[config.mk]
export PLATFORM = sky130hd
export DESIGN_NAME = fwd_unit
export DESIGN_NICKNAME = d
export VERILOG_FILES = /design/src/design/isa_pkg.sv /design/src/design/pipe_pkg.sv /design/src/design/fwd_unit.sv
export SDC_FILE = /design/constraint.sdc
export NUM_CORES = 1
export LEC_CHECK = 0
export ABC_AREA = 1
export BUFFER_PORTS_ARGS = -buffer_cell sky130_fd_sc_hd__clkbuf_2
export CAP_MARGIN = 20
export CORE_AREA = 2 2 92 94
export DETAILED_ROUTE_END_ITERATION = 12
export DIE_AREA = 0 0 94 96
export GPL_ROUTABILITY_DRIVEN = 0
export PLACE_DENSITY = 0.52
export SYNTH_ARGS = -nofsm -noshare
export SYNTH_HDL_FRONTEND = slang
export SYNTH_SLANG_ARGS = --single-unit
export TNS_END_PERCENT = 100
[constraint.sdc]
create_clock -name vclk -period 1.3
set_clock_uncertainty 0.2 [all_clocks]
set_input_delay 0.065 -clock vclk [all_inputs]
set_output_delay 0.065 -clock vclk [all_outputs]
set_load 0.02 [all_outputs]
[src/design/isa_pkg.sv]
package isa_pkg;

    typedef logic [31:0] word_t;
    typedef logic [4:0]  reg_idx_t;
    typedef logic [4:0]  shamt_t;
    typedef logic [5:0]  opcode_t;
    typedef logic [5:0]  func_t;
    typedef logic [15:0] imm16_t;

    // primary opcodes
    localparam opcode_t R_TYPE_OP = 6'b000000;
    localparam opcode_t OP_ADDI   = 6'b001000;
    localparam opcode_t OP_SLTI   = 6'b001010;
    localparam opcode_t OP_ANDI   = 6'b001100;
    localparam opcode_t OP_ORI    = 6'b001101;
    localparam opcode_t OP_XORI   = 6'b001110;
    localparam opcode_t OP_LUI    = 6'b001111;
    localparam opcode_t OP_LW     = 6'b100011;
    localparam opcode_t OP_SW     = 6'b101011;

    // R-type function codes
    localparam func_t FN_SLL  = 6'b000000;
    localparam func_t FN_SRL  = 6'b000010;
    localparam func_t FN_SRA  = 6'b000011;
    localparam func_t FN_ADDU = 6'b100001;
    localparam func_t FN_SUBU = 6'b100011;
    localparam func_t FN_AND  = 6'b100100;
    localparam func_t FN_OR   = 6'b100101;
    localparam func_t FN_XOR  = 6'b100110;
    localparam func_t FN_NOR  = 6'b100111;
    localparam func_t FN_SLT  = 6'b101010;

    // data memory, word addressed through byte address bits 7:2
    localparam int DMEM_WORDS = 64;
    localparam int DMEM_AW    = $clog2(DMEM_WORDS);

    typedef enum logic [3:0] {
        ALU_ADD,
        ALU_SUB,
        ALU_AND,
        ALU_OR,
        ALU_XOR,
        ALU_NOR,
        ALU_SLT,
        ALU_SLL,
        ALU_SRL,
        ALU_SRA,
        ALU_LUI
    } alu_op_e;

endpackage

[src/design/pipe_pkg.sv]
package pipe_pkg;

    import isa_pkg::*;

    // decoded control, carried in ID/EX
    typedef struct packed {
        logic    reg_write;
        logic    mem_read;
        logic    mem_write;
        logic    imm_sel;
        alu_op_e alu_op;
    } ctrl_t;

    typedef struct packed {
        logic     valid;
        ctrl_t    ctrl;
        reg_idx_t rs;
        reg_idx_t rt;
        reg_idx_t dest;
        word_t    reg_a;
        word_t    reg_b;
        word_t    imm;
        shamt_t   shamt;
    } id_ex_t;

    typedef struct packed {
        logic     valid;
        logic     reg_write;
        logic     mem_read;
        logic     mem_write;
        reg_idx_t dest;
        word_t    result;
        word_t    store_data;
    } ex_mem_t;

    // valid here means a register write is pending
    typedef struct packed {
        logic     valid;
        reg_idx_t dest;
        word_t    data;
    } mem_wb_t;

    // codes follow the EX operand mux select
    typedef enum logic [1:0] {
        FWD_REG    = 2'b00,
        FWD_MEM_WB = 2'b10,
        FWD_EX_MEM = 2'b11
    } fwd_sel_e;

endpackage

[src/design/fwd_unit.sv]
`timescale 1ns/1ps

module fwd_unit import isa_pkg::*, pipe_pkg::*; (
    input  id_ex_t   i_id_ex,
    input  ex_mem_t  i_ex_mem,
    input  mem_wb_t  i_mem_wb,
    output fwd_sel_e o_fw_a,
    output fwd_sel_e o_fw_b
);

    // nearest writer wins, EX/MEM before MEM/WB
    function automatic fwd_sel_e fwd_select(
        input reg_idx_t src,
        input ex_mem_t  ex_mem,
        input mem_wb_t  mem_wb
    );
        fwd_sel_e sel;
        sel = FWD_REG;
        if (ex_mem.valid && ex_mem.reg_write && (ex_mem.dest == src)) begin
            sel = FWD_EX_MEM;
        end else if (mem_wb.valid && (mem_wb.dest == src)) begin
            sel = FWD_MEM_WB;
        end
        return sel;
    endfunction

    assign o_fw_a = fwd_select(i_id_ex.rs, i_ex_mem, i_mem_wb);
    assign o_fw_b = fwd_select(i_id_ex.rt, i_ex_mem, i_mem_wb);

endmodule

== Yosys cells after proc, flatten, opt, wreduce, memory -nomap -nowiden ==
Index checks and enable logic that the tools add are counted.
Storage, ports and cells
  flip-flop bits (word level): 0
  word-level logic and storage cells: 13
Cells by class
  eq/ne operators: 4
  mux-type cells: 4
  reductions and logical operators: 5
Operators with widths (count)
  $eq 5x5->1: 4
  $mux 2: 4
  $logic_and 1x1->1: 5

== Depth between registers and ports, before layout ==
  word-level depth: 4
  gate-level depth with buffers: 6
  mapped depth without buffers: 6

== Worst setup path before layout ==
Ideal clock, no wire load.
  path type: input to output
  start: input port i_ex_mem[68] (netlist bit)
  end: output port o_fw_b[1]
  arrival time: 0.520 ns
  data required time: 1.035 ns
  setup slack: 0.515 ns
  cell stages on the path: 6
  buffers on the path: 0
  cells stage by stage: inv_1 > nand2_1 > nand2_1 > nor2_1 > nand3_1 > nand2_1
Between the ends
  longest elaborated chain between the ends: 3
RTL lines
  start, declared: line fwd_unit.sv:5  | input ex_mem_t i_ex_mem,
  $eq 5x5->1: line fwd_unit.sv:19  | if (ex_mem.valid && ex_mem.reg_write && (ex_mem.dest == src)) begin
  $logic_and 1x1->1: line fwd_unit.sv:19
  $mux 2: line fwd_unit.sv:19
  end, declared: line fwd_unit.sv:8  | output fwd_sel_e o_fw_b
Every way passes these cells.

== Worst setup path after layout ==
  start: input port i_ex_mem[67] (netlist bit)
  end: output port o_fw_a[1]
Between the ends
  longest elaborated chain between the ends: 3
RTL lines
  $eq 5x5->1: line fwd_unit.sv:19
  $logic_and 1x1->1: line fwd_unit.sv:19
  $mux 2: line fwd_unit.sv:19
  end, declared: line fwd_unit.sv:7  | output fwd_sel_e o_fw_a,
Every way passes these cells.

==> results.ini <==
[worst_setup_path]
startpoint_type = input pin
arrival_ps = 820
path_cells = clkbuf_2 > inv_1 > nand2_1 > nand2_1 > nor2_1 > nand3_1 > nand2_1 > clkbuf_2
worst_path_most_repeated_cell = nand2_1
critPathSlowestCell = clkbuf_2
crit_type = in -> out
slowest_delay_ps = 170
cp_max_fo = 3
worstPathRequired_ps = 1030
cp-end-kind = primary output

[final_layout]
numSequentialCells = 0
fin_nets = 367
seqCellArea_um2 = 0
antennaDiodeCount = 0
layout-drive-gt1-share_pct = 20.9
fin_area_um2 = 654
clock_buffers = 0
stdcell_count = 234
area_growth_pct = 68.7
final_cell_mix = nand2_1 (59), clkbuf_2 (27), inv_1 (23)
final_common_cell = nand2_1

[logic_synthesis]
synth_top_family_by_area = simple AND/OR/NAND/NOR gates
yosysWarnings = 0
yosysTopAreaCell = nand2_1
synth-seq-area-share_pct = 0
synth_top_area_share_pct = 57.1
synthAdderAreaFrac_pct = 0
synth.area.top_cells = nand2_1 (57%), inv_1 (22%), nor2_1 (15%)
muxShareOfSynthArea_pct = 0
syn_nets = 338
syn_inst = 102
synth_xor_area_share_pct = 0
synth_compound_area_share_pct = 0
synthSimpleGateAreaFrac_pct = 77.7
ys_types = 4
syn-mean-instance-area_um2 = 3.80
synth.cell_area_um2 = 388

[timing]
clock.fmax_mhz = 920
fin_hold_ws_ps = 417
max-slew-margin-rel_pct = 91.2
hold_violations = 0
min_period_over_period_pct = 83.6
slew_violations = 0
grt_setup_unrepaired = false
setup_violations = 0
timing.setup.tns_ps = 0
fin_crit_ps = 1090
max_slew.worst_pin.slew_ps = 132

[cts]
hold_buffers = 0
ctsResizeCount = 0
postCtsSetupRepairBufs = 0

[placed_design]
port_buffers = 27
dp_cells = 234
placed_area_um2 = 654
dp_hpwl_um = 1600

[die]
num_rows = 33
ioPinCount = 240
core_area_um2 = 8050
initial_core_util_pct = 4.82
fp.dieH_um = 96
die_x_um = 94
dieArea_um2 = 9020

[job]
drv_cap = 0

[detailed_routing]
ant_nets = 0
drt-wirelength-per-cell_um = 7.12
vias_per_cell = 2.55
drc = 0
num_vias = 596
drt-initial-drc-count = 36
first_pass_iters = 3
routed_wl_um = 1670

[worst_hold_path]
worstHoldPathCells = 6
hold_path.class = in -> out

[pwr]
power.density_nw_per_um2 = 225
vdd_drop_max_mv = 0.0478
p_leak_nw = 0.458

[global_routing]
grt_max_degree = 5
gr-total-overflow = 0
grt_pass1_wl_um = 2700
antenna_found_initial = 0
grt_use_total_pct = 3.79
grt_pass1_vias = 618

[status]
status = finished clean

-- cell families after synthesis --
logic type,Yosys count
simple gates,79
buf+inv,23
-- worst max-delay path, delay by kind of cell --
| family | cells | cell delay [ps] |
|---|---|---|
| buffers and inverters | 3 | 330 |
| AND/OR/NAND/NOR | 5 | 420 |
-- cell type report --
class / count / area [µm²]
timing repair buffer: 27 / 135
tap: 105 / 131
fill: 961 / 7400
inverter: 23 / 86.3
multi-input combinational: 79 / 302
-- routing by layer --
layer | wire (µm) | global-route usage (%) | share of wire (%) | vias up
li1 | - | - | - | 341
met4 | 0 | 0.242 | 0 | 0
met3 | 102 | 0.783 | 6.1 | 0
met1 | 711 | 4.31 | 43 | 242
met2 | 851 | 7.56 | 51 | 13
met5 | 0 | 0 | 0 | -
-- Yosys cell counts, drive strengths merged --
| library cell | instances |
|---|---|
| nor2 | 16 |
| inv | 23 |
| nand3 | 4 |
| nand2 | 59 |
-- final timing paths --
path  slack (ps)         start   endpoint
max          210  i_ex_mem[67]  o_fw_a[1]
min          420  i_mem_wb[37]  o_fw_b[1]
-- stage by stage --
stage | power (mW) | worst slack [ps] | utilization, %
detailed placement | 0.150 | 154 | 8.13
finish | 0.147 | 213 | 8.13
floorplan | 0.0797 | 515 | -
global route | 0.176 | 54.4 | 8.13
CTS | 0.151 | 152 | 8.13
global placement | 0.148 | 152 | 8.13
-- power by group --
part	switching (mW)	total, mW	internal [mW]
logic	0.0867	0.147	0.0605
registers	0	0	0
clock network	0	0	0
Power figures use the tool's default switching activity.
