$ cat config.mk
export PLATFORM = sky130hd
export DESIGN_NAME = reg_file
export DESIGN_NICKNAME = d
export VERILOG_FILES = /design/src/design/isa_pkg.sv /design/src/design/reg_file.sv
export SDC_FILE = /design/constraint.sdc
export NUM_CORES = 2
export LEC_CHECK = 0
export BUFFER_PORTS_ARGS = -buffer_cell sky130_fd_sc_hd__buf_2
export CAP_MARGIN = 30
export CORE_ASPECT_RATIO = 1.25
export CORE_MARGIN = 3
export CORE_UTILIZATION = 30
export DETAILED_ROUTE_END_ITERATION = 8
export HOLD_SLACK_MARGIN = 0.1
export PLACE_DENSITY_LB_ADDON = 0.1
export SETUP_SLACK_MARGIN = 0.3
export SYNTH_ARGS = -nofsm -noshare
export SYNTH_HDL_FRONTEND = slang
export SYNTH_SLANG_ARGS = --single-unit
$ cat constraint.sdc
create_clock -name clk -period 6.3 [get_ports clk]
set_input_delay 1.26 -clock clk [delete_from_list [all_inputs] [get_ports clk]]
set_output_delay 1.26 -clock clk [all_outputs]
set_load 0.02 [all_outputs]
$ cat src/design/isa_pkg.sv
package isa_pkg;

    typedef logic [31:0] word_t;
    typedef logic [4:0]  reg_idx_t;
    typedef logic [4:0]  shamt_t;
    typedef logic [5:0]  opcode_t;
    typedef logic [5:0]  func_t;
    typedef logic [15:0] imm16_t;

    // primary opcodes
    localparam opcode_t R_TYPE_OP = 6'b000000;
    localparam opcode_t OP_ADDI   = 6'b001000;
    localparam opcode_t OP_SLTI   = 6'b001010;
    localparam opcode_t OP_ANDI   = 6'b001100;
    localparam opcode_t OP_ORI    = 6'b001101;
    localparam opcode_t OP_XORI   = 6'b001110;
    localparam opcode_t OP_LUI    = 6'b001111;
    localparam opcode_t OP_LW     = 6'b100011;
    localparam opcode_t OP_SW     = 6'b101011;

    // R-type function codes
    localparam func_t FN_SLL  = 6'b000000;
    localparam func_t FN_SRL  = 6'b000010;
    localparam func_t FN_SRA  = 6'b000011;
    localparam func_t FN_ADDU = 6'b100001;
    localparam func_t FN_SUBU = 6'b100011;
    localparam func_t FN_AND  = 6'b100100;
    localparam func_t FN_OR   = 6'b100101;
    localparam func_t FN_XOR  = 6'b100110;
    localparam func_t FN_NOR  = 6'b100111;
    localparam func_t FN_SLT  = 6'b101010;

    // data memory, word addressed through byte address bits 7:2
    localparam int DMEM_WORDS = 64;
    localparam int DMEM_AW    = $clog2(DMEM_WORDS);

    typedef enum logic [3:0] {
        ALU_ADD,
        ALU_SUB,
        ALU_AND,
        ALU_OR,
        ALU_XOR,
        ALU_NOR,
        ALU_SLT,
        ALU_SLL,
        ALU_SRL,
        ALU_SRA,
        ALU_LUI
    } alu_op_e;

endpackage

$ cat src/design/reg_file.sv
`timescale 1ns/1ps

module reg_file import isa_pkg::*; (
    input  logic     clk,
    input  logic     i_rst,
    input  logic     i_we,
    input  reg_idx_t i_waddr,
    input  word_t    i_wdata,
    input  reg_idx_t i_raddr_a,
    input  reg_idx_t i_raddr_b,
    output word_t    o_rdata_a,
    output word_t    o_rdata_b
);

    word_t regs [32];

    // r0 is cleared on reset and decode never enables a write to it
    always_ff @(posedge clk) begin
        if (i_rst) begin
            for (int i = 0; i < 32; i++) begin
                regs[i] <= '0;
            end
        end else if (i_we) begin
            regs[i_waddr] <= i_wdata;
        end
    end

    // write-through so decode sees the value being written back
    always_comb begin
        if (i_we && (i_waddr == i_raddr_a)) begin
            o_rdata_a = i_wdata;
        end else begin
            o_rdata_a = regs[i_raddr_a];
        end
        if (i_we && (i_waddr == i_raddr_b)) begin
            o_rdata_b = i_wdata;
        end else begin
            o_rdata_b = regs[i_raddr_b];
        end
    end

endmodule

After elaboration in Yosys (flattened, before gate mapping). Memories as Yosys holds them, arrays and structs flattened. Cells that the tools add are included.

Register bits: 0. Bits in latches: 0. Bits in writable memories: 1024. Bits in read-only memories: 0. Input port bits: 50. Output and inout port bits: 64. Logic and storage cells: 16. Memories kept: 1.

Add/sub/neg operators: 0. Multiply operators: 0. Divide/modulo/power cells: 0. Magnitude comparators: 0. Equality and inequality tests: 2. Shifts and indexed selects: 0. Muxes and demuxes: 10. Bitwise gates (word level): 0. Reductions and logical operators: 3.

Memories: regs (depth 32, bits a word 32, read ports 2, clocked after memory_dff 0, write ports 32, line reg_file.sv:15) `word_t regs [32];`.

Operator list (number): $mux W32 (3); $reduce_or A32 Y1 (1); $eq A5 B5 Y1 (2); $mux W1 (6); $mux W5 (1); $logic_and A1 B1 Y1 (2).

Longest topological paths before layout.
Depth in word-level cells: 5. Gate-level depth with buffers: 9. Gate-level depth less buffers: 5.

Worst setup path after synthesis. Ideal clock, no wire load.

Kind: in2out. Start point: in i_raddr_b[1]. End point: out o_rdata_b[0]. Data arrival time: 3.136 ns. Data required time: 5.040 ns. Slack: 1.904 ns. Stages on the path: 8. Cell sequence: buf_6 -> buf_4 -> and4bb_2 -> buf_4 -> buf_2 -> a22oi_1 -> nand2_1 -> o41ai_1.

Longest elaborated chain between the ends: 3. Elaborated cells between the ends (all ways): 4.

Ends and longest elaborated chain: start: declaration (line reg_file.sv:10) `input reg_idx_t i_raddr_b,`; branches (longest 2 deep; another with $mem_v2 Z32 W32); $mux W32 * (line reg_file.sv:35) `if (i_we && (i_waddr == i_raddr_b)) begin`; end: declaration (line reg_file.sv:12) `output word_t o_rdata_b`.

Every way passes the cells marked *.

Worst setup path after layout.
Start point: in i_raddr_b[3]. End point: out o_rdata_b[4].

Same word-level chain as after synthesis.

==> impl_results.md <==
- Starting DRT DRC Count: 3,111
- Largest regs: regs (1024)
- Max Freq: 183 MHz
- Cell Rows: 177
- Final Max Slew Viols: 0
- Worst-margin pin slew: 0.963 ns
- Worst Setup End Kind: output port
- CP Class: in -> out
- Worst slew margin: 0.358
- RSZ-0062 raised after global routing: no
- Max VDD drop: 0.210 mV
- Tot GR Track Use: 0.228
- Most used cell, CP: buf_4
- Routing usage on met3: 0.0238
- DP Worst Slack: 0.851 ns
- Share of post-route cells with drive strength above 1: 0.260
- Met2 Track Usage GR: 0.390
- Clock Sinks: 1,024
- DRC Markers: 0
- Input/output buffers: 113
- Worst Path Required: 5.04 ns
- Clock slew at reported path FFs: 0.07 ns
- CP max stage delay: 0.73 ns
- Critical Path AT: 4.21 ns
- Worst path slowest cell: o41ai_1
- PostCTS Resize Cnt: 0
- Max FO, Critical Path: 21
- Status: complete, no violations
- HP Class: in -> reg
- Mapped Nets: 4,138
- Crit-path cells: buf_2 > buf_4 > buf_4 > or3_2 > buf_4 > o22ai_1 > o41ai_1 > buf_2
- Yosys cell types: 63
- Post-DP HPWL: 138 mm
- MaxCap Viol Count: 0
- Mapped Avg Cell Area: 13.7 um^2
- Setup WS post-layout: 0.833 ns
- Worst-case clock buffer depth: 3
- Grt met1 use: 0.307
- H-tree depth: 3
- CTS tree: built
- Post-synthesis cell area: 0.0562 mm^2
- Cell taking the most area after synthesis: edfxtp_1
- Root Driver: clkbuf_16
- CP bufs+invs: 5
- Ports: 114
- WL per Instance: 33.3 um
- DR vias/cell: 5.35
- Yosys warnings: 0
- Largest cells by area after synthesis: edfxtp_1 (55%), mux4_2 (11%), and2_1 (11%), mux2_2 (5.2%), mux2i_1 (3.6%)
- Vias in the first global route: 36,600
- Asr flop ratio synth: 0
- Register area share after synthesis: 0.547
- Worst hold slack: 1.21 ns
- Die span in x: 393 um
- Final worst path period need: 5.47 ns
- First-pass GRT wire length: 308 mm
- Die ar.: 0.193 mm^2
- Power Total: 0.0170 W
- Final WL: 222 mm
- Min-Delay Endpoint: regs[25][0]
- Most frequent cell after synthesis: edfxtp_1
- Biggest register: regs
- Largest net degree at the start of global routing: 64
- Layout Nets: 4,109
- GP Congestion: 0.803
- EDFF count, synth: 1,024
- Hold_buf cts: 0
- Min-Delay Path Depth: 3
- Min-delay src: i_wdata[0]
- CP top delay family: buffers and inverters
- Routed Antenna Nets: 0
- Synth top cells by count: edfxtp_1 (1,024), and2_1 (994), mux4_2 (277)
- DRT Pass-1 Iters: 5
- Initial Utilization: 0.302
- Fin crit share: 0.868
- Vias: 35,700
- Post-Syn Instances: 4,088
- Top Usage Layer GRT: met2
- TNS Setup: 0 ns
- Yosys reg bits: 1,024
- Die Span Y: 490 um
- Grt total ovfl: 0
- Core area: 0.186 mm^2
- Initial antenna violation count: 20
- Predominant post-synthesis flop cell: edfxtp_1
- CTS Buf Count: 112
- # setup viols final: 0
- P_leak: 21.8 nW
- Number of flip-flops in the largest register: 1,024
- Top cell type's share of synthesized area: 0.547
- P per Cell Area: 268 mW/mm^2
- CP Launch Type: input pin
- Endpoints failing hold: 0
- Area grow syn2layout: 12.8%
- # Post-CTS Setup Buffers: 0
==> cell families after synthesis <==
group / share of synthesized area
xor+xnor: 0.00156
mux: 0.198
compound gates: 0.0635
simple gates: 0.150
buf+inv: 0.0389
flops: 0.547
==> report_power, final <==
| part | switching [W] | total, W | internal, W | leakage [nW] |
|---|---|---|---|---|
| Combinational | 0.00138 | 0.00220 | 0.000812 | 10.3 |
| Clock | 0.00290 | 0.00674 | 0.00384 | 1.75 |
| Sequential | 0.000182 | 0.00805 | 0.00786 | 9.74 |
| Total | 0.00447 | 0.0170 | 0.0125 | 21.8 |
==> per-stage QoR <==
stage / cells / area (um^2) / utilization
final: 6671 / 63400 / 0.340
after floorplan: 4088 / 56200 / -
after global routing: 6653 / 63300 / 0.340
after global placement: 6442 / 59600 / 0.320
after CTS: 6651 / 63300 / 0.340
after detailed placement: 6450 / 59700 / 0.321
==> worst max path at each step <==
stage | end | startpoint | cells after the start
2_1_floorplan | o_rdata_b[0] | i_raddr_b[1] | 8
3_3_place_gp | o_rdata_b[2] | i_raddr_b[1] | 7
3_5_place_dp | o_rdata_b[4] | i_raddr_b[1] | 7
4_1_cts | o_rdata_b[4] | i_raddr_b[1] | 7
5_1_grt | o_rdata_b[0] | i_raddr_b[0] | 7
6_report | o_rdata_b[4] | i_raddr_b[3] | 8
==> layout make-up <==
| cell class | count | area, um^2 |
|---|---|---|
| Fill cell | 18100 | 123000 |
| Sequential cell | 1024 | 30700 |
| Multi-Input combinational cell | 2631 | 23500 |
| Tap cell | 2506 | 3140 |
| Clock buffer | 138 | 2920 |
| Timing Repair Buffer | 287 | 2310 |
| Clock inverter | 63 | 661 |
| Antenna cell | 19 | 47.5 |
| Inverter | 3 | 11.3 |
==> cell usage in the layout (no fill, tap or decap), types with 11 or more instances in the layout <==
cell type,synthesis,layout
buf_4,40,143
a211oi_1,45,45
nor3_1,33,33
edfxtp_1,1024,1024
o21ai_1,20,20
buf_12,1,30
o41ai_1,11,11
nand3_1,25,25
or3_1,26,24
or2_2,32,32
clkinv_1,1,18
nor2_1,70,36
buf_2,101,107
a311o_1,21,21
and2_1,994,994
mux2i_1,201,201
a211o_1,21,21
bufinv_16,0,14
nor2b_1,60,58
clkinv_2,0,26
o31ai_1,21,21
o211ai_1,22,22
a22oi_1,134,134
mux4_2,277,277
clkbuf_1,246,25
o22ai_1,118,118
mux2_2,258,258
nand2b_1,24,24
nand2_1,109,109
diode_2,0,19
nor2_4,0,30
clkbuf_16,0,113
o311a_1,21,21
==> routing by layer <==
layer / share of wire / routed length [um] / vias up
met5: 0.00022 / 50 / -
met4: 0.026 / 5700 / 10
met1: 0.43 / 96100 / 19000
li1: - / - / 15400
met2: 0.50 / 111000 / 1048
met3: 0.045 / 9930 / 267
==> tightest hold or removal path, delay by kind of cell <==
| kind | cells | cell delay [ns] |
|---|---|---|
| buffers and inverters | 2 | 0.32 |
| AND/OR/NAND/NOR | 1 | 0.18 |
(Power assumes the default switching activity.)
