==> src/design/isa_pkg.sv <==
package isa_pkg;

    typedef logic [31:0] word_t;
    typedef logic [4:0]  reg_idx_t;
    typedef logic [4:0]  shamt_t;
    typedef logic [5:0]  opcode_t;
    typedef logic [5:0]  func_t;
    typedef logic [15:0] imm16_t;

    // primary opcodes
    localparam opcode_t R_TYPE_OP = 6'b000000;
    localparam opcode_t OP_ADDI   = 6'b001000;
    localparam opcode_t OP_SLTI   = 6'b001010;
    localparam opcode_t OP_ANDI   = 6'b001100;
    localparam opcode_t OP_ORI    = 6'b001101;
    localparam opcode_t OP_XORI   = 6'b001110;
    localparam opcode_t OP_LUI    = 6'b001111;
    localparam opcode_t OP_LW     = 6'b100011;
    localparam opcode_t OP_SW     = 6'b101011;

    // R-type function codes
    localparam func_t FN_SLL  = 6'b000000;
    localparam func_t FN_SRL  = 6'b000010;
    localparam func_t FN_SRA  = 6'b000011;
    localparam func_t FN_ADDU = 6'b100001;
    localparam func_t FN_SUBU = 6'b100011;
    localparam func_t FN_AND  = 6'b100100;
    localparam func_t FN_OR   = 6'b100101;
    localparam func_t FN_XOR  = 6'b100110;
    localparam func_t FN_NOR  = 6'b100111;
    localparam func_t FN_SLT  = 6'b101010;

    // data memory, word addressed through byte address bits 7:2
    localparam int DMEM_WORDS = 64;
    localparam int DMEM_AW    = $clog2(DMEM_WORDS);

    typedef enum logic [3:0] {
        ALU_ADD,
        ALU_SUB,
        ALU_AND,
        ALU_OR,
        ALU_XOR,
        ALU_NOR,
        ALU_SLT,
        ALU_SLL,
        ALU_SRL,
        ALU_SRA,
        ALU_LUI
    } alu_op_e;

endpackage

==> src/design/pipe_pkg.sv <==
package pipe_pkg;

    import isa_pkg::*;

    // decoded control, carried in ID/EX
    typedef struct packed {
        logic    reg_write;
        logic    mem_read;
        logic    mem_write;
        logic    imm_sel;
        alu_op_e alu_op;
    } ctrl_t;

    typedef struct packed {
        logic     valid;
        ctrl_t    ctrl;
        reg_idx_t rs;
        reg_idx_t rt;
        reg_idx_t dest;
        word_t    reg_a;
        word_t    reg_b;
        word_t    imm;
        shamt_t   shamt;
    } id_ex_t;

    typedef struct packed {
        logic     valid;
        logic     reg_write;
        logic     mem_read;
        logic     mem_write;
        reg_idx_t dest;
        word_t    result;
        word_t    store_data;
    } ex_mem_t;

    // valid here means a register write is pending
    typedef struct packed {
        logic     valid;
        reg_idx_t dest;
        word_t    data;
    } mem_wb_t;

    // codes follow the EX operand mux select
    typedef enum logic [1:0] {
        FWD_REG    = 2'b00,
        FWD_MEM_WB = 2'b10,
        FWD_EX_MEM = 2'b11
    } fwd_sel_e;

endpackage

==> src/design/mem_stage.sv <==
`timescale 1ns/1ps

module mem_stage import isa_pkg::*, pipe_pkg::*; (
    input  logic    clk,
    input  logic    i_rst,
    input  logic    i_halt,
    input  ex_mem_t i_ex_mem,
    output mem_wb_t o_mem_wb
);

    word_t              dmem [DMEM_WORDS];
    logic [DMEM_AW-1:0] word_addr;
    word_t              load_data;
    mem_wb_t            mem_wb_d;

    // word index from byte address bits 7:2
    assign word_addr = i_ex_mem.result[DMEM_AW+1:2];
    assign load_data = dmem[word_addr];

    always_ff @(posedge clk) begin
        if (i_rst) begin
            for (int i = 0; i < DMEM_WORDS; i++) begin
                dmem[i] <= '0;
            end
        end else if (!i_halt && i_ex_mem.valid && i_ex_mem.mem_write) begin
            dmem[word_addr] <= i_ex_mem.store_data;
        end
    end

    // only writing instructions leave a valid MEM/WB entry
    always_comb begin
        mem_wb_d       = '0;
        mem_wb_d.valid = i_ex_mem.valid & i_ex_mem.reg_write;
        mem_wb_d.dest  = i_ex_mem.dest;
        if (i_ex_mem.mem_read) begin
            mem_wb_d.data = load_data;
        end else begin
            mem_wb_d.data = i_ex_mem.result;
        end
    end

    always_ff @(posedge clk) begin
        if (i_rst) begin
            o_mem_wb <= '0;
        end else if (!i_halt) begin
            o_mem_wb <= mem_wb_d;
        end
    end

endmodule

==> config.mk <==
export PLATFORM = sky130hd
export DESIGN_NAME = mem_stage
export DESIGN_NICKNAME = d
export VERILOG_FILES = /design/src/design/isa_pkg.sv /design/src/design/pipe_pkg.sv /design/src/design/mem_stage.sv
export SDC_FILE = /design/constraint.sdc
export NUM_CORES = 2
export LEC_CHECK = 0
export BUFFER_PORTS_ARGS = -buffer_cell sky130_fd_sc_hd__buf_2
export CORE_UTILIZATION = 35
export DETAILED_ROUTE_END_ITERATION = 10
export PLACE_DENSITY = 0.5
export SLEW_MARGIN = 40
export SYNTH_ARGS = -nofsm -noshare
export SYNTH_HDL_FRONTEND = slang
export SYNTH_SLANG_ARGS = --single-unit
==> constraint.sdc <==
create_clock -name clk -period 4.7 [get_ports clk]
set_input_delay 0.47 -clock clk [delete_from_list [all_inputs] [get_ports clk]]
set_output_delay 0.47 -clock clk [all_outputs]
set_load 0.1 [all_outputs]
# Word-level counts from Yosys, hierarchy flattened
# Memory sizes are Yosys's and may differ from the RTL's.
# Cells that the tools add are included.
# word_totals
n_memories	1
regBits	38
ram_bits	2048
# classes
n_mux	9
n_reduce_logical	4
n_bitwise	1
# mem_list
name	depth	width	rd	rd_clocked_by_memory_dff	write_ports	line_no	source
dmem	64	32	1	0	64	mem_stage.sv:11	word_t dmem [DMEM_WORDS];
# op_table
op	n
$mux W32	2
$reduce_or A32 Y1	1
$mux W1	6
$mux W6	1
$logic_and A1 B1 Y1	2
$and A1 B1 Y1	1
$logic_not A1 Y1	1

# Longest topological paths before layout
# logic_depth
word_depth	8
mapped_depth	11
ltp_nobuf	6

# Least setup slack after synthesis
# OpenSTA, ideal clock, no wires.
# synth_timing
path_kind	input-to-reg
start	input i_ex_mem[35] (netlist bit)
end	memory dmem[44][0] (netlist bit) (enable)
path_slack_ns	0.513
stages	6
arrival_ns	3.721
required_time_ns	4.234
path_cell_list	buf_6 buf_6 nor3b_2 nand2_1 clkbuf_1 o21ai_0
# synth_rtl
item	line_no	source
from (decl)	mem_stage.sv:7	input ex_mem_t i_ex_mem,
to (decl)	mem_stage.sv:11	

# Worst setup path in the final report
# layout_timing
start	input i_ex_mem[36] (netlist bit)
end	register o_mem_wb[8] (netlist bit)
# layout_via
elab_chain_len	2
# layout_rtl
item	line_no	source
$mem_v2 Z64 W32	--	
$mux W32	mem_stage.sv:35	if (i_ex_mem.mem_read) begin
to (signal assigned)	mem_stage.sv:46	o_mem_wb <= mem_wb_d;
to (decl)	mem_stage.sv:8	output mem_wb_t o_mem_wb
# Every way passes these cells.
# A chain may end at the register's enable or synchronous reset.

==> run summary <==
Status: finished clean
Power share of the clock group: 39.7%
Reg power frac: 50.4%
Switching Power: 11.07 mW
P per Cell Area: 392.6 mW/mm^2
RSZ-0062 raised after global routing: false
Io pins: 114
Most common cell after layout, fill and taps aside: and2_1
Clock Latency Late Sink: 0.91 ns
Peak supply drop: 0.4425 mV
TritonCTS clock tree: built
Crit path required time: 5.47 ns
End of the critical path: o_mem_wb[8]
Gate power share: 9.8%
Clk root buf: clkbuf_16
Period Utilization, post-route: 70.14%
Top cell type's share of synthesized area: 64.39%
H-tree depth: 4
All-layer global routing usage: 28.32%
Setup CP Type: in2reg
Post-synth EDFFs: 2,048
Largest net degree at the start of global routing: 68
Initial antenna violation count: 55
Area of the multi-input gates: 0.03088 mm^2
Antenna Nets Post-Route: 0
FF-to-FF End: o_mem_wb[5]
Worst R2R Start: dmem[36][5]
Synth area leader: edfxtp_1
Post-detailed-placement half-perimeter wirelength: 246,600 um
Most frequent cells in the layout: and2_1 (2,051), edfxtp_1 (2,048), buf_4 (396)
Leak pwr: 37.73 nW
Clock sinks: 2,086
Seq/Total Area, Yosys: 65.19%
Layout cell share with drive strength beyond 1: 19.70%
Remaining DRCs: 0
Post-route setup TNS: 0 ns
Fin Hold WS: 0.04877 ns
Synthesized area: 0.09550 mm^2
Row Count: 191
First-pass DRT Iterations: 6
Post-CTS Resized: 0
Synthesis-stage register bit count: 2,086
Vias in the first global route: 59.90k
Worst R2R Path Depth: 6
Pre-CTS setup slack: 0.6319 ns
Nature of the critical path endpoint: flip-flop
Die width: 524.4 um
Final Max Slew Viols: 0
HP Class: in2reg
Worst slew margin: 29.71%
Clock Pin Slew Worst Setup and Hold Paths: 0.06 ns
CP Max Fanout: 37
Final WL: 393,900 um
Number of setup violations in the final report: 0
Syn. warnings: 0
WL per Instance: 36.92 um
Mapped Nets: 6,937
Die H: 524.4 um
Final Util: 40.31%
Filler Cell Count: 25.04k
Synth top area cells: edfxtp_1 (64%), and2_1 (13%), mux4_2 (3.0%)
Area growth syn-to-layout: 14.37%
Net Sw Frac: 25.81%
NumNets Final: 6,982
CP startpoint kind: input port
Core area: 0.2710 mm^2
Syn_area_per_cell: 13.92 um^2
Fmax: 0.3034 GHz
Critical path origin: i_ex_mem[36]
Mapped Cells: 6,861
Distinct cells, synth: 77
DR vias/cell: 5.868
Worst slew pin tran: 1.054 ns
Int Power: 31.81 mW
Max cap viols: 0
Setup ws final: 1.404 ns
FFs w/ async S/R, synth: 0%
Final std cells w/o fill: 10.67k
Storage cell area: 0.06226 mm^2
Commonest register cell after synthesis: edfxtp_1
Placed insts: 10.24k
Vias: 62.61k
R2R Setup Slk: 1.76 ns
Clk buf depth: 3
Starting DRT DRC Count: 8,669
Clk_skew: 0.07864 ns
Hold Fails Final Rpt: 0
Starting Density: 35.24%
PortBufs: 113
First-pass GRT wire length: 531,200 um
GRT overflow: 0
Final min period: 3.296 ns
CTS Buf Count: 224
RePlAce Congestion: 0.9661
Critical path arrival: 4.06 ns
Die Area: 0.2750 mm^2
-- what timing repair did --
item / CTS / global route
hold endpoints to repair: 12 / 0
hold buffers: 13 / 0
buffers inserted: 0 / 0
-- metal layers --
layer  vias to the layer above  wire length (um)  global-route usage (%)
met3                       811             37780                   5.959
met2                      3654            176800                   43.82
met4                        22             24270                   15.10
li1                      25469                 -                       -
met1                     32654            154900                   37.29
met5                         -               152                       0
-- worst min path at each step --
| stage | cells after the start | endpoint | startpoint | slack [ns] |
|---|---|---|---|---|
| after floorplan | 2 | o_mem_wb[32] | i_ex_mem[64] | 0.61 |
| after global placement | 2 | o_mem_wb[37] | o_mem_wb[37] | 0.47 |
| after detailed placement | 2 | o_mem_wb[37] | o_mem_wb[37] | 0.48 |
| after CTS | 3 | o_mem_wb[1] | i_ex_mem[33] | 0.001 |
| after global routing | 3 | o_mem_wb[12] | i_ex_mem[44] | 0.03 |
| final | 3 | o_mem_wb[10] | i_ex_mem[42] | 0.05 |
-- worst max-delay path, cell delays in order --
cell and delay, ns:
buf_8 0.38, buf_12 0.32, and3b_1 0.54, a22o_1 0.43
o31ai_1 0.71, o211ai_1 0.40, a211oi_1 0.51, a211oi_1 0.15
-- logic make-up (layout without fill, tap and decap cells) --
group / after synthesis / count (layout) / synth area share, %
multiplexers: 550 / 550 / 7.735
AND/OR/NAND/NOR: 2406 / 2406 / 15.24
flip-flops: 2086 / 2086 / 65.19
buffers and inverters: 753 / 968 / 3.713
AO/OA/AOI/OAI: 1066 / 1066 / 8.121
other: 0 / 24 / 0
-- cell usage after synthesis (16+ instances only) --
cell type and n:
o22ai_1 104, mux2i_1 189, o2bb2ai_1 19, o21ai_0 165
buf_1 47, edfxtp_1 2048, a221o_1 45, buf_2 123
a31oi_1 23, buf_6 35, a22oi_1 199, a211oi_1 48
a22o_1 28, and2_1 2054, buf_4 60, nand2_1 81
o221ai_1 16, mux2_2 228, nor2_1 152, a21oi_1 109
a221oi_1 226, clkbuf_1 476, mux4_2 126, dfxtp_1 38
-- power by group through the flow --
stage	logic (mW)	registers [mW]	clock network (mW)
final	4.22	21.6	17.0
after global routing	4.25	21.7	17.8
after CTS	4.12	21.6	17.2
after detailed placement	4.11	22.0	0
after global placement	4.07	22.0	0
after floorplan	1.82	22.1	0
-- registers in the layout, indices dropped and copies added, names as in the netlist --
name      cells
o_mem_wb     38
dmem       2048
-- per-stage QoR --
| step | cell area (um^2) | power, mW |
|---|---|---|
| 6_report | 109200 | 42.88 |
| 4_1_cts | 109100 | 42.94 |
| 3_5_place_dp | 102200 | 26.12 |
| 2_1_floorplan | 95500 | 23.94 |
| 3_3_place_gp | 101900 | 26.06 |
| 5_1_grt | 109200 | 43.80 |
-- area by class of cell --
type                       count  share of cell area (%)
tap                         3570                   4.089
timing repair buffer         566                   4.323
clock buffer                 302                   5.448
clock inverter                94                  0.7835
multi-input combinational   4022                   28.27
sequential                  2086                   57.00
antenna                       24                 0.05498
inverter                       6                 0.03436
(Power assumes the default switching activity.)
