<file path="config.mk">
export PLATFORM = sky130hd
export DESIGN_NAME = id_stage
export DESIGN_NICKNAME = d
export VERILOG_FILES = /design/src/design/isa_pkg.sv /design/src/design/pipe_pkg.sv /design/src/design/id_stage.sv
export SDC_FILE = /design/constraint.sdc
export NUM_CORES = 1
export LEC_CHECK = 0
export BUFFER_PORTS_ARGS = -buffer_cell sky130_fd_sc_hd__buf_4
export CORE_ASPECT_RATIO = 0.7
export CORE_MARGIN = 4
export CORE_UTILIZATION = 49
export CTS_CLUSTER_SIZE = 14
export DETAILED_ROUTE_END_ITERATION = 6
export GPL_TIMING_DRIVEN = 0
export PLACE_DENSITY_LB_ADDON = 0.15
export SLEW_MARGIN = 10
export SYNTH_ARGS = -nofsm -noshare
export SYNTH_HDL_FRONTEND = slang
export SYNTH_SLANG_ARGS = --single-unit
</file>
<file path="constraint.sdc">
create_clock -name clk -period 5.7 [get_ports clk]
set_input_delay 0.285 -clock clk [delete_from_list [all_inputs] [get_ports clk]]
set_output_delay 0.285 -clock clk [all_outputs]
set_load 0.1 [all_outputs]
</file>
<file path="src/design/isa_pkg.sv">
package isa_pkg;

    typedef logic [31:0] word_t;
    typedef logic [4:0]  reg_idx_t;
    typedef logic [4:0]  shamt_t;
    typedef logic [5:0]  opcode_t;
    typedef logic [5:0]  func_t;
    typedef logic [15:0] imm16_t;

    // primary opcodes
    localparam opcode_t R_TYPE_OP = 6'b000000;
    localparam opcode_t OP_ADDI   = 6'b001000;
    localparam opcode_t OP_SLTI   = 6'b001010;
    localparam opcode_t OP_ANDI   = 6'b001100;
    localparam opcode_t OP_ORI    = 6'b001101;
    localparam opcode_t OP_XORI   = 6'b001110;
    localparam opcode_t OP_LUI    = 6'b001111;
    localparam opcode_t OP_LW     = 6'b100011;
    localparam opcode_t OP_SW     = 6'b101011;

    // R-type function codes
    localparam func_t FN_SLL  = 6'b000000;
    localparam func_t FN_SRL  = 6'b000010;
    localparam func_t FN_SRA  = 6'b000011;
    localparam func_t FN_ADDU = 6'b100001;
    localparam func_t FN_SUBU = 6'b100011;
    localparam func_t FN_AND  = 6'b100100;
    localparam func_t FN_OR   = 6'b100101;
    localparam func_t FN_XOR  = 6'b100110;
    localparam func_t FN_NOR  = 6'b100111;
    localparam func_t FN_SLT  = 6'b101010;

    // data memory, word addressed through byte address bits 7:2
    localparam int DMEM_WORDS = 64;
    localparam int DMEM_AW    = $clog2(DMEM_WORDS);

    typedef enum logic [3:0] {
        ALU_ADD,
        ALU_SUB,
        ALU_AND,
        ALU_OR,
        ALU_XOR,
        ALU_NOR,
        ALU_SLT,
        ALU_SLL,
        ALU_SRL,
        ALU_SRA,
        ALU_LUI
    } alu_op_e;

endpackage

</file>
<file path="src/design/pipe_pkg.sv">
package pipe_pkg;

    import isa_pkg::*;

    // decoded control, carried in ID/EX
    typedef struct packed {
        logic    reg_write;
        logic    mem_read;
        logic    mem_write;
        logic    imm_sel;
        alu_op_e alu_op;
    } ctrl_t;

    typedef struct packed {
        logic     valid;
        ctrl_t    ctrl;
        reg_idx_t rs;
        reg_idx_t rt;
        reg_idx_t dest;
        word_t    reg_a;
        word_t    reg_b;
        word_t    imm;
        shamt_t   shamt;
    } id_ex_t;

    typedef struct packed {
        logic     valid;
        logic     reg_write;
        logic     mem_read;
        logic     mem_write;
        reg_idx_t dest;
        word_t    result;
        word_t    store_data;
    } ex_mem_t;

    // valid here means a register write is pending
    typedef struct packed {
        logic     valid;
        reg_idx_t dest;
        word_t    data;
    } mem_wb_t;

    // codes follow the EX operand mux select
    typedef enum logic [1:0] {
        FWD_REG    = 2'b00,
        FWD_MEM_WB = 2'b10,
        FWD_EX_MEM = 2'b11
    } fwd_sel_e;

endpackage

</file>
<file path="src/design/id_stage.sv">
`timescale 1ns/1ps

module id_stage import isa_pkg::*, pipe_pkg::*; (
    input  logic     clk,
    input  logic     i_rst,
    input  logic     i_halt,
    input  logic     i_instr_valid,
    input  word_t    i_instr,
    input  word_t    i_rdata_a,
    input  word_t    i_rdata_b,
    output reg_idx_t o_raddr_a,
    output reg_idx_t o_raddr_b,
    output id_ex_t   o_id_ex
);

    opcode_t  opcode;
    func_t    func;
    reg_idx_t rs;
    reg_idx_t rt;
    reg_idx_t rd;
    shamt_t   shamt;
    imm16_t   imm16;

    ctrl_t    ctrl;
    reg_idx_t dest;
    word_t    imm_ext;
    logic     known;
    id_ex_t   id_ex_d;

    assign opcode = i_instr[31:26];
    assign rs     = i_instr[25:21];
    assign rt     = i_instr[20:16];
    assign rd     = i_instr[15:11];
    assign shamt  = i_instr[10:6];
    assign func   = i_instr[5:0];
    assign imm16  = i_instr[15:0];

    assign o_raddr_a = rs;
    assign o_raddr_b = rt;

    always_comb begin
        ctrl           = '0;
        ctrl.alu_op    = ALU_ADD;
        ctrl.reg_write = 1'b1;
        ctrl.imm_sel   = 1'b1;
        dest           = rt;
        imm_ext        = {{16{imm16[15]}}, imm16};
        known          = 1'b1;
        case (opcode)
            R_TYPE_OP: begin
                dest         = rd;
                ctrl.imm_sel = 1'b0;
                case (func)
                    FN_ADDU: ctrl.alu_op = ALU_ADD;
                    FN_SUBU: ctrl.alu_op = ALU_SUB;
                    FN_AND:  ctrl.alu_op = ALU_AND;
                    FN_OR:   ctrl.alu_op = ALU_OR;
                    FN_XOR:  ctrl.alu_op = ALU_XOR;
                    FN_NOR:  ctrl.alu_op = ALU_NOR;
                    FN_SLT:  ctrl.alu_op = ALU_SLT;
                    FN_SLL:  ctrl.alu_op = ALU_SLL;
                    FN_SRL:  ctrl.alu_op = ALU_SRL;
                    FN_SRA:  ctrl.alu_op = ALU_SRA;
                    default: known = 1'b0;
                endcase
            end
            OP_ADDI: ctrl.alu_op = ALU_ADD;
            OP_SLTI: ctrl.alu_op = ALU_SLT;
            // logic immediates are zero extended
            OP_ANDI: begin
                ctrl.alu_op = ALU_AND;
                imm_ext     = {16'h0000, imm16};
            end
            OP_ORI: begin
                ctrl.alu_op = ALU_OR;
                imm_ext     = {16'h0000, imm16};
            end
            OP_XORI: begin
                ctrl.alu_op = ALU_XOR;
                imm_ext     = {16'h0000, imm16};
            end
            OP_LUI:  ctrl.alu_op = ALU_LUI;
            OP_LW:   ctrl.mem_read = 1'b1;
            OP_SW: begin
                ctrl.reg_write = 1'b0;
                ctrl.mem_write = 1'b1;
            end
            default: known = 1'b0;
        endcase
        // writes to r0 are dropped here, once for the whole pipe
        if (dest == '0) begin
            ctrl.reg_write = 1'b0;
        end
    end

    always_comb begin
        id_ex_d = '0;
        if (i_instr_valid && known) begin
            id_ex_d.valid = 1'b1;
            id_ex_d.ctrl  = ctrl;
            id_ex_d.rs    = rs;
            id_ex_d.rt    = rt;
            id_ex_d.dest  = dest;
            id_ex_d.reg_a = i_rdata_a;
            id_ex_d.reg_b = i_rdata_b;
            id_ex_d.imm   = imm_ext;
            id_ex_d.shamt = shamt;
        end
    end

    always_ff @(posedge clk) begin
        if (i_rst) begin
            o_id_ex <= '0;
        end else if (!i_halt) begin
            o_id_ex <= id_ex_d;
        end
    end

endmodule

</file>
**Word level (Yosys, flattened, before mapping)**

Cells that the tools add are included.

- Eq/ne operators: 17
- Multiplexer cells: 12
- Reduce and logical (&&, ||, !) cells: 7

Operator list:

| cell | number |
|---|---|
| $mux 125 | 1 |
| $eq 6x6->1 const B | 9 |
| $eq 6x4->1 const B | 6 |
| $pmux 4 s9 | 1 |
| $mux 32 | 1 |
| $pmux 4 s6 | 1 |
| $eq 6x2->1 const B | 2 |
| $logic_not 6->1 | 2 |
| $reduce_or 10->1 | 1 |
| $reduce_or 8->1 | 1 |
| $mux 1 | 6 |
| $logic_not 5->1 | 1 |
| $mux 5 | 1 |
| $reduce_or 3->1 | 1 |
| $pmux 1 s2 | 1 |
| $logic_and 1x1->1 | 1 |

- Flip-flop bits (word level): 125
- Bits of input ports: 100
- Output and inout bits: 135
- Word-level logic and storage cells: 49

**Longest topological paths before layout**

- Depth in word-level cells: 6
- Gate-level depth with buffers: 8
- Gate-level depth less buffers: 5

**Worst setup path after synthesis**

OpenSTA, ideal clock, no wires.

- Kind: input to register
- From: in i_halt
- To: reg o_id_ex[51] (netlist bit)
- Library setup time: 70 ps
- Arrival time: 1,951 ps
- Data required time: 5,630 ps
- Slack: 3,678 ps
- Stages on the path: 8
- Buffers on the path: 3
- Cell sequence: buf_2 -> or3b_4 -> or4b_1 -> o22ai_2 -> buf_6 -> buf_6 -> o21ai_0 -> a21oi_1

RTL lines:

| what | RTL line | RTL |
|---|---|---|
| from (decl) | id_stage.sv:6 | `input logic i_halt,` |
| to (signal assigned) | id_stage.sv:115 | `o_id_ex <= id_ex_d;` |
| to (decl) | id_stage.sv:13 | `output id_ex_t o_id_ex` |

**Worst setup path after layout**

- From: in i_instr[27]
- To: reg o_id_ex[112] (netlist bit)

- Word-level cells in the longest chain between the ends: 5
- Elaborated cells on any way between the ends: 13
- Classes of those cells: eq/ne: 8; mux: 2; reduce/logical: 3

RTL lines:

| what | RTL line | RTL |
|---|---|---|
| from (decl) | id_stage.sv:8 | `input word_t i_instr,` |
| $eq 6x6->1 / $eq 6x4->1 (equally long branches) | id_stage.sv:49 | `case (opcode)` |
| $reduce_or 8->1 (no source line) | - |  |
| $pmux 1 s2 (*) | id_stage.sv:49 |  |
| $logic_and 1x1->1 (*) | id_stage.sv:98 | `if (i_instr_valid && known) begin` |
| $mux 125 (*) | id_stage.sv:98 |  |

Mark *: on every way between the ends. The rest lies on a longest branch, timed or not.
A chain may end at the register's enable or synchronous reset.

==> reports/results.tsv <==
metric	value	unit
Crit. End Element	register	
Max Cap Violations	0	
post-layout min period	2.29	ns
WL final	15000	µm
final setup fails	0	
Synth Area in Adders	0	%
CP Class	in2reg	
Clk Latency, worst-skew pair	0.35	ns
static leakage	2.81	nW
asr flop ratio synth	0	%
initial antenna violation count	0	
Vias/cell	5.29	
PD cells	244	nW/µm²
first-pass GRT wire length	22900	µm
Compound-Gate Fraction of Synth Area	25.8	%
post-synthesis sequential area ratio	47.4	%
top cells by area, synth	dfxtp_1, a21oi_1, o21ai_0	
crit path DAT	2.57	ns
Hold Fails Final Rpt	0	
post-cts gate resize count	0	
CTS Buf Count	9	
Top Registers	o_id_ex x105	
Synth top area share	47.4	%
Tcrit/Tclk final	40.2	%
CP Max Fanout	10	
GRT Resource Usage Total	27.1	%
core area	8620	µm²
RSZ-0062 raised after global routing	false	
Syn. warnings	0	
status	finished, final reports clean	
DIE WIDTH	122	µm
RePlAce Congestion	0.898	
final net count	893	
hold path depth	3	
worst path required time	5.98	ns
Least-Margin Pin Slew	0.598	ns
simple-gate share of the synthesized area	13.9	%
vias	4854	
diode count	0	
fin. max-slew vios	0	
Post-CTS Setup Inserts	0	
hpwl dp	11500	µm
fmax	436	MHz
Relative slew margins	60.2	%
top cells by count, synth	dfxtp_1, nand2_1, a21oi_1	
CTS root buffer	clkbuf_16	
DRT iter0 DRCs	410	
Worst-path clk slew	0.07	ns
Routed Antenna Nets	0	
hold crit path type	in2reg	
R2R depth	2	
skew final	0	ns
synthesized area	4440	µm²
syn_area_per_cell	7.99	µm²
Reg with most FFs	o_id_ex	
final instance area	6590	µm²
grt ovf	0	
Max VDD drop	219	µV
vias in the first global route	4605	
Synth Instances	555	
CTS tree	yes	
Post-Place Cell Area	6290	µm²
largest net degree at the start of global routing	19	
Netlist cell types	40	
fraction of layout cells with a size suffix above 1	37.1	%
Synth Net Count	655	
fillcell total	678	
most common cell in the netlist	dfxtp_1	
number of buffers added on ports	227	
mux contribution to synthesized area	1.97	%
wire per inst	16.3	µm
ys flop type	dfxtp_1	
Placement Setup Slack	3.11	ns
cell taking the most area after synthesis	dfxtp_1	
Post-synth EDFFs	0	
htree depth	3	
main combinational cell family by area after synthesis	compound AO/OA/AOI/OAI gates	
setup tns final	0	ns
Worst Setup Start Kind	input port	
Area growth syn-to-layout	48.7	%
CTS Sinks	105	
Ports	235	
CTS max path bufs	2	
Post-Synth XOR/XNOR Area	0	%
Final Worst Setup Slack	3.41	ns
max reg flops	105	
total die area	10700	µm²
residual DRC count	0	
die height	87.6	µm
Initial Util	51.5	%
#FFs+latches synth	105	
Initial DRT Pass Iterations	7	
num rows	28	
cts hold-fix bufs	0	
## power by group
group	switching [mW]	internal, mW
combinational	0.157	0.0823
sequential	0.00394	0.740
clock	0.281	0.344
## stage by stage
stage          util, %  hold WS [ns]  power [mW]  std cells
2_1_floorplan        -         0.429       0.907        555
6_report          76.5         0.195        1.61        918
5_1_grt           76.5         0.193        1.66        918
3_5_place_dp      73.0         0.452       0.998        902
3_3_place_gp      73.0         0.446       0.995        902
4_1_cts           76.5         0.192        1.61        918
## path summary, 6_finish.rpt
check,start,end,slack (ns)
min,i_rdata_b[4],o_id_ex[41]$_SDFFE_PP0N_,0.19
max reg2reg,o_id_ex[35]$_SDFFE_PP0N_,o_id_ex[35]$_SDFFE_PP0N_,4.70
min reg2reg,o_id_ex[87]$_SDFFE_PP0N_,o_id_ex[87]$_SDFFE_PP0N_,0.47
max,i_instr[27],o_id_ex[112]$_SDFFE_PP0N_,3.41
## routing by layer
layer | global-route usage [%] | vias to the layer above | wire length (µm)
met5 | 0 | - | 0
met4 | 9.16 | 0 | 366
met3 | 10.2 | 33 | 1720
met2 | 45.9 | 223 | 7100
met1 | 32.2 | 2238 | 5800
li1 | - | 2360 | -
## logic make-up (layout without fill, tap and decap cells)
logic type	Yosys count	after routing
AOI/OAI and AO/OA	215	215
and+or+nand+nor	142	142
DFF	105	105
buffers and inverters	85	328
muxes	8	8
## worst max-delay path, cell delays in order
cell,delay [ns]
clkbuf_1,0.19
nor4_2,0.55
nand2_1,0.21
nor3_2,0.30
buf_2,0.30
clkbuf_1,0.43
o21ai_0,0.16
a21oi_1,0.14
## layout by cell type (no fill, tap or decap), drive strengths merged, types with 2 or more instances in the layout
cell	synthesis	final
nand2b	3	3
nand3	2	2
a31oi	2	2
a32oi	3	3
or3	2	2
a22oi	4	4
nor3	4	4
o21ai	93	93
dfxtp	105	105
o22ai	5	5
clkbuf	40	49
inv	5	6
nand3b	2	2
or4	2	2
and4b	2	2
mux2i	2	2
a21oi	98	98
mux2	6	6
buf	40	267
nor4	2	2
o31ai	2	2
o32ai	3	3
nand2	104	104
nor2	16	16
clkinv	0	5
## layout make-up
class	count	area, µm²	area share [%]
inverters	5	18.8	0.285
flip-flops and latches	105	2100	31.9
well taps	120	150	2.28
repair buffers	227	1700	25.8
multi-input cells	365	1850	28.0
plain buffers	80	467	7.08
clock inverters	7	78.8	1.20
clock buffers	9	225	3.42
Power figures use the tool's default switching activity.
